===== src/mem_sched_defines.svh =====
// Width and geometry macros of the memory scheduler, included by the package and the RTL

`ifndef MEM_SCHED_DEFINES_SVH
`define MEM_SCHED_DEFINES_SVH

// Address and parameter register width
`define MS_ADDR_W 32

// Iteration counters, also the width of each half of an iteration register
`define MS_ITER_W 16

// Rows of the compute array read per X tile
`define MS_ARRAY_W 4

// Byte step between consecutive column tiles
`define MS_TILE_JMP 64

// Group index width, the skip bit travels next to it
`define MS_GIDX_W 8

// Parameter register file
`define MS_NUM_REGS 16
`define MS_REG_AW 4

`endif


===== src/mem_sched_pkg.sv =====
// Shared types of the memory scheduler, imported by the RTL and the testbench

`include "mem_sched_defines.svh"

package mem_sched_pkg;

  typedef enum logic [1:0] {
    QINT_8 = 2'd0,
    QINT_4 = 2'd1,
    QINT_2 = 2'd2
  } qint_fmt_e;

  typedef enum logic [`MS_REG_AW-1:0] {
    X_ADDR      = 4'd0,
    W_ADDR      = 4'd1,
    Z_ADDR      = 4'd2,
    SCALES_ADDR = 4'd3,
    ZEROS_ADDR  = 4'd4,
    GIDX_ADDR   = 4'd5,
    X_ITERS     = 4'd6,
    W_ITERS     = 4'd7,
    X_ROWS_OFFS = 4'd8,
    X_D1_STRIDE = 4'd9,
    W_D0_STRIDE = 4'd10,
    W_TOT_LEN   = 4'd11,
    Z_TOT_LEN   = 4'd12,
    Z_D0_STRIDE = 4'd13,
    TOT_X_READ  = 4'd14,
    MODE        = 4'd15
  } param_idx_e;

  typedef logic [`MS_NUM_REGS-1:0][`MS_ADDR_W-1:0] sched_regs_t;

  // Layout of the X_ITERS and W_ITERS registers
  typedef struct packed {
    logic [`MS_ITER_W-1:0] hi;
    logic [`MS_ITER_W-1:0] lo;
  } iters_reg_t;

  // Layout of the MODE register
  typedef struct packed {
    logic [7:0]  leftover;
    logic [20:0] rsvd;
    qint_fmt_e   fmt;
    logic        dequant_en;
  } mode_reg_t;

  typedef struct packed {
    logic [`MS_ADDR_W-1:0] base_addr;
    logic [`MS_ADDR_W-1:0] tot_len;
    logic [`MS_ADDR_W-1:0] d0_len;
    logic [`MS_ADDR_W-1:0] d0_stride;
    logic [`MS_ADDR_W-1:0] d1_len;
    logic [`MS_ADDR_W-1:0] d1_stride;
    logic [`MS_ADDR_W-1:0] d2_stride;
    logic [2:0]            dim_enable;
  } addrgen_cfg_t;

  typedef struct packed {
    addrgen_cfg_t cfg;
    logic         req_start;
  } stream_ctrl_t;

  typedef struct packed {
    logic ready_start;
    logic done;
  } stream_flags_t;

  typedef struct packed {
    logic                  skip;
    logic [`MS_GIDX_W-1:0] index;
  } gidx_beat_t;

  typedef struct packed {
    logic [`MS_ADDR_W-1:0] scales_bias;
    logic [`MS_ADDR_W-1:0] zeros_bias;
    logic                  skip;
  } dequant_off_t;

  typedef struct packed {
    logic                  cyc;
    logic                  stb;
    logic                  we;
    logic [`MS_REG_AW-1:0] adr;
    logic [`MS_ADDR_W-1:0] dat;
  } wb_req_t;

  typedef struct packed {
    logic                  ack;
    logic [`MS_ADDR_W-1:0] dat;
  } wb_rsp_t;

  // Packed weights are narrower, so their strides shrink with the format
  function automatic logic [1:0] get_q_shift(qint_fmt_e fmt);
    case (fmt)
      QINT_2:  return 2'd3;
      QINT_4:  return 2'd2;
      default: return 2'd1;
    endcase
  endfunction

endpackage


===== src/sched_param_regs.sv =====
// Wishbone classic slave holding the job parameters, read back and written with a 1-cycle ack

`timescale 1ns/1ns

`include "mem_sched_defines.svh"

module sched_param_regs (
  input  logic                      clk_i,
  input  logic                      rst_ni,
  input  mem_sched_pkg::wb_req_t    wb_req_i,
  output mem_sched_pkg::wb_rsp_t    wb_rsp_o,
  output mem_sched_pkg::sched_regs_t regs_o
);
  import mem_sched_pkg::*;

  sched_regs_t           regs_q;
  logic                  ack_q;
  logic [`MS_ADDR_W-1:0] rdata_q;
  logic                  req_active;

  // A new request is only taken once the previous ack is gone
  assign req_active = wb_req_i.cyc && wb_req_i.stb && !ack_q;

  always_ff @(posedge clk_i or negedge rst_ni) begin
    if (!rst_ni) begin
      ack_q <= 1'b0;
    end else begin
      ack_q <= req_active;
    end
  end

  always_ff @(posedge clk_i or negedge rst_ni) begin
    if (!rst_ni) begin
      regs_q <= '0;
    end else if (req_active && wb_req_i.we) begin
      regs_q[wb_req_i.adr] <= wb_req_i.dat;
    end
  end

  // Read data is captured with the request and presented together with ack
  always_ff @(posedge clk_i) begin
    if (req_active) begin
      rdata_q <= regs_q[wb_req_i.adr];
    end
  end

  assign wb_rsp_o.ack = ack_q;
  assign wb_rsp_o.dat = rdata_q;
  assign regs_o       = regs_q;

endmodule


===== src/tile_iter_counter.sv =====
// Nested tile counters of the X matrix, producing the X stream config and its start request

`timescale 1ns/1ns

`include "mem_sched_defines.svh"

module tile_iter_counter (
  input  logic                        clk_i,
  input  logic                        rst_ni,
  input  logic                        clear_i,
  input  mem_sched_pkg::sched_regs_t  regs_i,
  input  logic                        first_load_i,
  input  mem_sched_pkg::stream_flags_t x_flags_i,
  output mem_sched_pkg::stream_ctrl_t x_ctrl_o
);
  import mem_sched_pkg::*;

  iters_reg_t            x_iters;
  iters_reg_t            w_iters;
  mode_reg_t             mode;

  logic [`MS_ITER_W-1:0] col_cnt_q;
  logic [`MS_ITER_W-1:0] w_cnt_q;
  logic [`MS_ITER_W-1:0] row_cnt_q;
  logic [`MS_ADDR_W-1:0] col_offs_q;
  logic [`MS_ADDR_W-1:0] row_offs_q;
  logic [`MS_ADDR_W-1:0] tot_read_q;

  logic                  cols_last;
  logic                  w_last;
  logic                  rows_last;

  assign x_iters = iters_reg_t'(regs_i[X_ITERS]);
  assign w_iters = iters_reg_t'(regs_i[W_ITERS]);
  assign mode    = mode_reg_t'(regs_i[MODE]);

  assign cols_last = col_cnt_q == x_iters.lo - 1'b1;
  assign w_last    = w_cnt_q == w_iters.lo - 1'b1;
  assign rows_last = row_cnt_q == x_iters.hi - 1'b1;

  // Columns run fastest, then W iterations, then X rows
  always_ff @(posedge clk_i or negedge rst_ni) begin
    if (!rst_ni) begin
      col_cnt_q  <= '0;
      w_cnt_q    <= '0;
      row_cnt_q  <= '0;
      col_offs_q <= '0;
      row_offs_q <= '0;
      tot_read_q <= '0;
    end else if (clear_i) begin
      col_cnt_q  <= '0;
      w_cnt_q    <= '0;
      row_cnt_q  <= '0;
      col_offs_q <= '0;
      row_offs_q <= '0;
      tot_read_q <= '0;
    end else if (x_flags_i.done) begin
      tot_read_q <= tot_read_q + 1'b1;
      if (cols_last) begin
        col_cnt_q  <= '0;
        col_offs_q <= '0;
        w_cnt_q    <= w_last ? '0 : w_cnt_q + 1'b1;
        if (w_last) begin
          row_cnt_q  <= rows_last ? '0 : row_cnt_q + 1'b1;
          row_offs_q <= rows_last ? '0 : row_offs_q + regs_i[X_ROWS_OFFS];
        end
      end else begin
        col_cnt_q  <= col_cnt_q + 1'b1;
        col_offs_q <= col_offs_q + `MS_ADDR_W'(`MS_TILE_JMP);
      end
    end
  end

  always_comb begin
    x_ctrl_o.cfg.base_addr  = regs_i[X_ADDR] + row_offs_q + col_offs_q;
    // Last row tile may hold fewer rows than the array
    if (rows_last && mode.leftover != '0) begin
      x_ctrl_o.cfg.tot_len = `MS_ADDR_W'(mode.leftover);
    end else begin
      x_ctrl_o.cfg.tot_len = `MS_ADDR_W'(`MS_ARRAY_W);
    end
    x_ctrl_o.cfg.d0_len     = `MS_ADDR_W'(1);
    x_ctrl_o.cfg.d0_stride  = '0;
    x_ctrl_o.cfg.d1_len     = `MS_ADDR_W'(`MS_ARRAY_W);
    x_ctrl_o.cfg.d1_stride  = regs_i[X_D1_STRIDE];
    x_ctrl_o.cfg.d2_stride  = '0;
    x_ctrl_o.cfg.dim_enable = 3'b011;
    x_ctrl_o.req_start      = (first_load_i ||
                               (tot_read_q != '0 && tot_read_q != regs_i[TOT_X_READ])) &&
                              x_flags_i.ready_start;
  end

endmodule


===== src/stream_cfg_gen.sv =====
// Address generator configs and start requests of the W/scales, Z, group-index and zeros streams

`timescale 1ns/1ns

`include "mem_sched_defines.svh"

module stream_cfg_gen (
  input  mem_sched_pkg::sched_regs_t   regs_i,
  input  logic                         first_load_i,
  input  mem_sched_pkg::stream_flags_t w_flags_i,
  input  mem_sched_pkg::stream_flags_t z_flags_i,
  input  mem_sched_pkg::stream_flags_t gidx_flags_i,
  input  mem_sched_pkg::stream_flags_t zeros_flags_i,
  output mem_sched_pkg::stream_ctrl_t  w_ctrl_o,
  output mem_sched_pkg::stream_ctrl_t  z_ctrl_o,
  output mem_sched_pkg::stream_ctrl_t  gidx_ctrl_o,
  output mem_sched_pkg::stream_ctrl_t  zeros_ctrl_o
);
  import mem_sched_pkg::*;

  // Group indices packed into one memory word
  localparam int unsigned GidxPerWord = `MS_ADDR_W / `MS_GIDX_W;
  localparam logic [`MS_ADDR_W-1:0] TileJmp = `MS_TILE_JMP;

  iters_reg_t            w_iters;
  mode_reg_t             mode;
  logic [1:0]            q_shift;

  assign w_iters = iters_reg_t'(regs_i[W_ITERS]);
  assign mode    = mode_reg_t'(regs_i[MODE]);
  assign q_shift = get_q_shift(mode.fmt);

  always_comb begin
    // In dequant mode this stream fetches the scales instead of W
    w_ctrl_o.cfg.base_addr  = mode.dequant_en ? regs_i[SCALES_ADDR] : regs_i[W_ADDR];
    w_ctrl_o.cfg.tot_len    = regs_i[W_TOT_LEN];
    w_ctrl_o.cfg.d0_len     = `MS_ADDR_W'(w_iters.hi);
    w_ctrl_o.cfg.d0_stride  = mode.dequant_en ? '0 : regs_i[W_D0_STRIDE];
    w_ctrl_o.cfg.d1_len     = `MS_ADDR_W'(w_iters.lo);
    w_ctrl_o.cfg.d1_stride  = TileJmp;
    w_ctrl_o.cfg.d2_stride  = '0;
    w_ctrl_o.cfg.dim_enable = 3'b011;
    w_ctrl_o.req_start      = first_load_i && w_flags_i.ready_start;

    z_ctrl_o.cfg.base_addr  = regs_i[Z_ADDR];
    z_ctrl_o.cfg.tot_len    = regs_i[Z_TOT_LEN];
    z_ctrl_o.cfg.d0_len     = `MS_ADDR_W'(`MS_ARRAY_W);
    z_ctrl_o.cfg.d0_stride  = regs_i[Z_D0_STRIDE];
    z_ctrl_o.cfg.d1_len     = `MS_ADDR_W'(w_iters.lo);
    z_ctrl_o.cfg.d1_stride  = TileJmp;
    z_ctrl_o.cfg.d2_stride  = '0;
    z_ctrl_o.cfg.dim_enable = 3'b011;
    z_ctrl_o.req_start      = first_load_i && z_flags_i.ready_start;

    gidx_ctrl_o.cfg.base_addr  = regs_i[GIDX_ADDR];
    gidx_ctrl_o.cfg.tot_len    = regs_i[W_TOT_LEN] / GidxPerWord;
    gidx_ctrl_o.cfg.d0_len     = `MS_ADDR_W'(w_iters.hi) / GidxPerWord;
    gidx_ctrl_o.cfg.d0_stride  = TileJmp;
    gidx_ctrl_o.cfg.d1_len     = `MS_ADDR_W'(w_iters.lo);
    gidx_ctrl_o.cfg.d1_stride  = '0;
    gidx_ctrl_o.cfg.d2_stride  = '0;
    gidx_ctrl_o.cfg.dim_enable = 3'b001;
    gidx_ctrl_o.req_start      = mode.dequant_en && first_load_i && gidx_flags_i.ready_start;

    // Zeros are packed like the weights, so the column step shrinks
    zeros_ctrl_o.cfg.base_addr  = regs_i[ZEROS_ADDR];
    zeros_ctrl_o.cfg.tot_len    = regs_i[W_TOT_LEN];
    zeros_ctrl_o.cfg.d0_len     = `MS_ADDR_W'(w_iters.hi);
    zeros_ctrl_o.cfg.d0_stride  = '0;
    zeros_ctrl_o.cfg.d1_len     = `MS_ADDR_W'(w_iters.lo);
    zeros_ctrl_o.cfg.d1_stride  = TileJmp >> q_shift;
    zeros_ctrl_o.cfg.d2_stride  = '0;
    zeros_ctrl_o.cfg.dim_enable = 3'b011;
    zeros_ctrl_o.req_start      = mode.dequant_en && first_load_i && zeros_flags_i.ready_start;
  end

endmodule


===== src/dequant_offset_gen.sv =====
// Turns group-index beats into scales and zeros address offsets, zero latency valid/ready

`timescale 1ns/1ns

`include "mem_sched_defines.svh"

module dequant_offset_gen (
  input  mem_sched_pkg::sched_regs_t  regs_i,
  input  logic                        gidx_valid_i,
  output logic                        gidx_ready_o,
  input  mem_sched_pkg::gidx_beat_t   gidx_i,
  output logic                        off_valid_o,
  input  logic                        off_ready_i,
  output mem_sched_pkg::dequant_off_t off_o
);
  import mem_sched_pkg::*;

  mode_reg_t             mode;
  logic [1:0]            q_shift;
  logic [`MS_ITER_W-1:0] row_stride;
  logic [`MS_ITER_W-1:0] zeros_stride;
  logic [`MS_ADDR_W-1:0] index;

  assign mode    = mode_reg_t'(regs_i[MODE]);
  assign q_shift = get_q_shift(mode.fmt);

  // Only the low half of the W row stride is used for group offsets
  assign row_stride   = regs_i[W_D0_STRIDE][`MS_ITER_W-1:0];
  assign zeros_stride = row_stride >> q_shift;
  assign index        = `MS_ADDR_W'(gidx_i.index);

  assign off_o.scales_bias = index * `MS_ADDR_W'(row_stride);
  assign off_o.zeros_bias  = index * `MS_ADDR_W'(zeros_stride);
  assign off_o.skip        = gidx_i.skip;

  // No buffering, the consumer's ready goes straight back to the source
  assign off_valid_o  = gidx_valid_i;
  assign gidx_ready_o = off_ready_i;

endmodule


===== src/mem_scheduler.sv =====
// Top of the memory scheduler, joining the register port, tile counters, stream configs and offsets

`timescale 1ns/1ns

module mem_scheduler (
  input  logic                         clk_i,
  input  logic                         rst_ni,
  input  logic                         clear_i,
  input  mem_sched_pkg::wb_req_t       wb_req_i,
  output mem_sched_pkg::wb_rsp_t       wb_rsp_o,
  input  logic                         first_load_i,
  input  mem_sched_pkg::stream_flags_t x_flags_i,
  input  mem_sched_pkg::stream_flags_t w_flags_i,
  input  mem_sched_pkg::stream_flags_t z_flags_i,
  input  mem_sched_pkg::stream_flags_t gidx_flags_i,
  input  mem_sched_pkg::stream_flags_t zeros_flags_i,
  output mem_sched_pkg::stream_ctrl_t  x_ctrl_o,
  output mem_sched_pkg::stream_ctrl_t  w_ctrl_o,
  output mem_sched_pkg::stream_ctrl_t  z_ctrl_o,
  output mem_sched_pkg::stream_ctrl_t  gidx_ctrl_o,
  output mem_sched_pkg::stream_ctrl_t  zeros_ctrl_o,
  input  logic                         gidx_valid_i,
  output logic                         gidx_ready_o,
  input  mem_sched_pkg::gidx_beat_t    gidx_i,
  output logic                         off_valid_o,
  input  logic                         off_ready_i,
  output mem_sched_pkg::dequant_off_t  off_o
);
  import mem_sched_pkg::*;

  sched_regs_t regs;

  sched_param_regs u_regs (
    .clk_i    (clk_i),
    .rst_ni   (rst_ni),
    .wb_req_i (wb_req_i),
    .wb_rsp_o (wb_rsp_o),
    .regs_o   (regs)
  );

  tile_iter_counter u_tile (
    .clk_i        (clk_i),
    .rst_ni       (rst_ni),
    .clear_i      (clear_i),
    .regs_i       (regs),
    .first_load_i (first_load_i),
    .x_flags_i    (x_flags_i),
    .x_ctrl_o     (x_ctrl_o)
  );

  stream_cfg_gen u_cfg (
    .regs_i        (regs),
    .first_load_i  (first_load_i),
    .w_flags_i     (w_flags_i),
    .z_flags_i     (z_flags_i),
    .gidx_flags_i  (gidx_flags_i),
    .zeros_flags_i (zeros_flags_i),
    .w_ctrl_o      (w_ctrl_o),
    .z_ctrl_o      (z_ctrl_o),
    .gidx_ctrl_o   (gidx_ctrl_o),
    .zeros_ctrl_o  (zeros_ctrl_o)
  );

  dequant_offset_gen u_deq (
    .regs_i       (regs),
    .gidx_valid_i (gidx_valid_i),
    .gidx_ready_o (gidx_ready_o),
    .gidx_i       (gidx_i),
    .off_valid_o  (off_valid_o),
    .off_ready_i  (off_ready_i),
    .off_o        (off_o)
  );

endmodule


===== config.mk =====
export PLATFORM = sky130hd
export DESIGN_NAME = mem_scheduler
export DESIGN_NICKNAME = d
export VERILOG_FILES = /design/src/mem_sched_pkg.sv /design/src/sched_param_regs.sv /design/src/tile_iter_counter.sv /design/src/stream_cfg_gen.sv /design/src/dequant_offset_gen.sv /design/src/mem_scheduler.sv
export VERILOG_INCLUDE_DIRS = /design/src /design/src/src
export SDC_FILE = /design/constraint.sdc
export NUM_CORES = 2
export LEC_CHECK = 0
export ABC_CLOCK_PERIOD_IN_PS = 7800
export BUFFER_PORTS_ARGS = -buffer_cell sky130_fd_sc_hd__buf_2
export CAP_MARGIN = 20
export CORE_AREA = 2 2 503 505
export DETAILED_ROUTE_END_ITERATION = 8
export DIE_AREA = 0 0 505 507
export PLACE_DENSITY = 0.45
export SYNTH_ARGS = -nofsm -noshare
export SYNTH_HDL_FRONTEND = slang
export SYNTH_SLANG_ARGS = --single-unit
export TNS_END_PERCENT = 5

===== constraint.sdc =====
create_clock -name clk_i -period 7.8 [get_ports clk_i]
set_input_delay 1.17 -clock clk_i [delete_from_list [all_inputs] [get_ports clk_i]]
set_output_delay 1.17 -clock clk_i [all_outputs]
set_load 0.05 [all_outputs]

==> metrics.txt <==
status finished clean; final hold vios 0; Crit path top cell by count fa_1; total track usage 0.159; hold-fix buffers at CTS 0; Clock Skew 0.0257 ns; DR vias 35.5k; Fin Setup TNS 0 ns; multi-input logic area 0.0285 sq mm; global-route wire length before repair 287000 um; Slowest-stage cell, CP mux4_2; Highest Clock Rate 129 MHz; Worst slew margin 0.217; post-synthesis cell area 0.0526 sq mm; Initial Util 0.210; Chip Height 507 um; cells after synthesis 4891; Area Overhead vs Synth 9.34%; num ports 1304; DRC violations left 0; Crit. Startpoint u_regs.regs_o[482]; Buf+Inv Stages, Crit Path 3; Worst path max stage delay 0.61 ns; Final Max Tran Viols 0; fill count 27.2k; RR Endpoint u_tile.row_offs_q[26]; worst-path fanout max 6; Die Width 505 um; Routed WL 212000 um; post-route minimum period 7.77 ns; Num CTS Buffers 72; PortBufs 646; Startpoint Class flop; gpl congestion 0.850; Post-synth EDFFs 32; Reg-to-Reg Start u_regs.regs_o[208]; RSZ-0062 raised after global routing true; Syn Area/Cell 10.8 sq um; commonest non-fill, non-tap cell in the layout dfrtp_1; Seq cells post-synth 683; Reg clk slew, reported paths 0.06 ns; FP Rows 184; Worst Hold Class input pin to asynchronous set/reset pin; drt first-iter violations 2211; largest net degree at the start of global routing 146; Async SR Flop Fraction 0.953; Root Buffer clkbuf_16; number of global-route vias before repair 34.7k; PwrDens 262 mW/mm^2; critical path arrival 6.60 ns; Max IR drop VDD 0.523 mV; Reg area 0.0173 sq mm; die footprint 0.256 sq mm; Crit Path Category flop to output pin; Final nets 5530; Slew @ Worst Pin 1.17 ns; leakage 0.0281 uW; endpoint class of the critical path output pin; CTS HTree Levels 3; Top delay family on crit path adder cells; DRT Pass-1 Iters 5; sequential fraction of the synthesis area 0.328; initial antenna violation count 29; total clock sinks 683; core area 0.250 sq mm; R2R Setup Slk 2.92 ns; Detail Route Antenna Nets 0; Final Util 0.230; DR WL/cell 24.9 um; Final setup viols 0; CTS tree built; Worst-Skew Late Latency 0.67 ns; YS warnings 0; top_reg_cell synth dfrtp_1; synth unique cells 88; most frequent cells in the layout dfrtp_1 (649), conb_1 (647), buf_2 (635), mux2_2 (541), nand2_1 (243); detailed placement HPWL 168000 um; vias per std cell 4.17; period utilization 0.997; Critical Path RT 6.63 ns; R2R depth 12; Cell Chain, Critical Path ha_4 -> mux4_2 -> and2_4 -> fa_1 -> fa_1 -> fa_1 -> inv_1 -> fa_1 -> inv_1 -> ha_4 -> nand2_1 -> a211oi_2 -> o31a_1 -> o22ai_4 -> o2111ai_2 -> a31oi_2 -> nor2b_1 -> o21ai_1 -> a211o_1 -> xnor2_1 -> buf_4; CTS Buffer Depth 3; grt ovf 0; max_cap viols 0; share of layout cells above drive strength 1 0.322
[cells in the mapped netlist, drive strengths merged, types with 15 or more instances]
cell	count	share of area
nand2b	28	0.0033
o31ai	32	0.0046
dfrtp	651	0.31
mux2	541	0.12
nand4	30	0.0036
nor3	41	0.0039
a21o	33	0.0047
nand3	39	0.0038
ha	167	0.040
nor2b	47	0.0056
clkbuf	177	0.013
a211oi	18	0.0028
or3	22	0.0028
nand2	244	0.017
o21a	18	0.0026
nor4	24	0.0031
fa	195	0.074
mux4	167	0.072
o21ai	124	0.012
edfxtp	32	0.018
and2	199	0.024
a31oi	15	0.0018
inv	240	0.017
xnor2	146	0.024
a21oi	95	0.0090
and3	57	0.0068
xor2	79	0.013
buf	1089	0.15
nor2	177	0.013
[through the flow]
stage	std cells	hold slack [ns]	setup slack, ns	total power, uW	instance area [sq um]
2_1_floorplan	5536	0.466	-0.161	9870	55000
3_3_place_gp	8357	0.482	0.0981	11500	54600
3_5_place_dp	8359	0.490	0.0950	11500	54700
4_1_cts	8506	0.489	-0.0935	15200	57300
5_1_grt	8511	0.506	-0.236	15900	57500
6_report	8520	0.466	0.0258	15100	57500
[per-layer routing]
metal	track usage	share of wire
met2	0.262	0.48
met5	0	0.000061
met3	0.0500	0.085
met1	0.196	0.41
met4	0.0478	0.031
[where the power goes]
part,internal [uW],switching [uW]
Clock,1990,1590
Sequential,3930,568
Combinational,1930,5080
Total,7860,7230
[area by class of cell]
class,count,share of cell area
Clock inverter,17,0.00359
Inverter,240,0.0157
Sequential cell,683,0.300
Multi-Input combinational cell,3347,0.496
Tap cell,3348,0.0728
Timing Repair Buffer,760,0.0741
Clock buffer,114,0.0377
Antenna cell,11,0.000479
[worst register-to-register path, cell delays in order, from the launching register on]
cell       delay (ns)
dfrtp_1          0.42
inv_1            0.11
ha_1             0.27
nor4b_2          0.59
nand3b_1         0.18
o31ai_1          0.40
o2111ai_1        0.19
nor4_2           0.82
or2_2            0.91
inv_1            0.09
buf_4            0.23
nand3_2          0.36
o21ai_0          0.19
[state kept, by name, indices dropped and copies added, names as in the netlist]
name,count
u_regs.ack_q,1
u_regs.rdata_q,32
u_regs.regs_o,512
u_tile.col_cnt_q,16
u_tile.col_offs_q,26
u_tile.row_cnt_q,16
u_tile.row_offs_q,32
u_tile.tot_read_q,32
u_tile.w_cnt_q,16
[timing repair]
action,CTS,global route
endpoints found under the hold margin,0,0
endpoints found under the setup margin,10,12
gates resized for setup,39,26
pin swaps,19,14
gates cloned,0,0
buffers inserted,16,3
[worst max-delay path by stage]
stage          slack (ns)  depth (start not counted)        end
2_1_floorplan       -0.16                         23  off_o[23]
3_3_place_gp          0.1                         20  off_o[23]
3_5_place_dp          0.1                         20  off_o[24]
4_1_cts             -0.09                         21  off_o[23]
5_1_grt             -0.24                         22  off_o[24]
6_report             0.03                         21  off_o[24]
[kinds of logic (layout without fill, tap and decap cells)]
group | after synthesis | in the layout | share of synthesized area
AO/OA/AOI/OAI | 426 | 426 | 0.0522
XOR/XNOR | 225 | 225 | 0.0375
adder cells (fa/ha/maj) | 362 | 362 | 0.114
buffers and inverters | 1506 | 1131 | 0.183
flip-flops | 683 | 683 | 0.328
multiplexers | 722 | 722 | 0.190
other | 2 | 658 | 0.000143
AND/OR/NAND/NOR | 965 | 965 | 0.0953
Note: power is estimated with default switching activity, not from simulation.
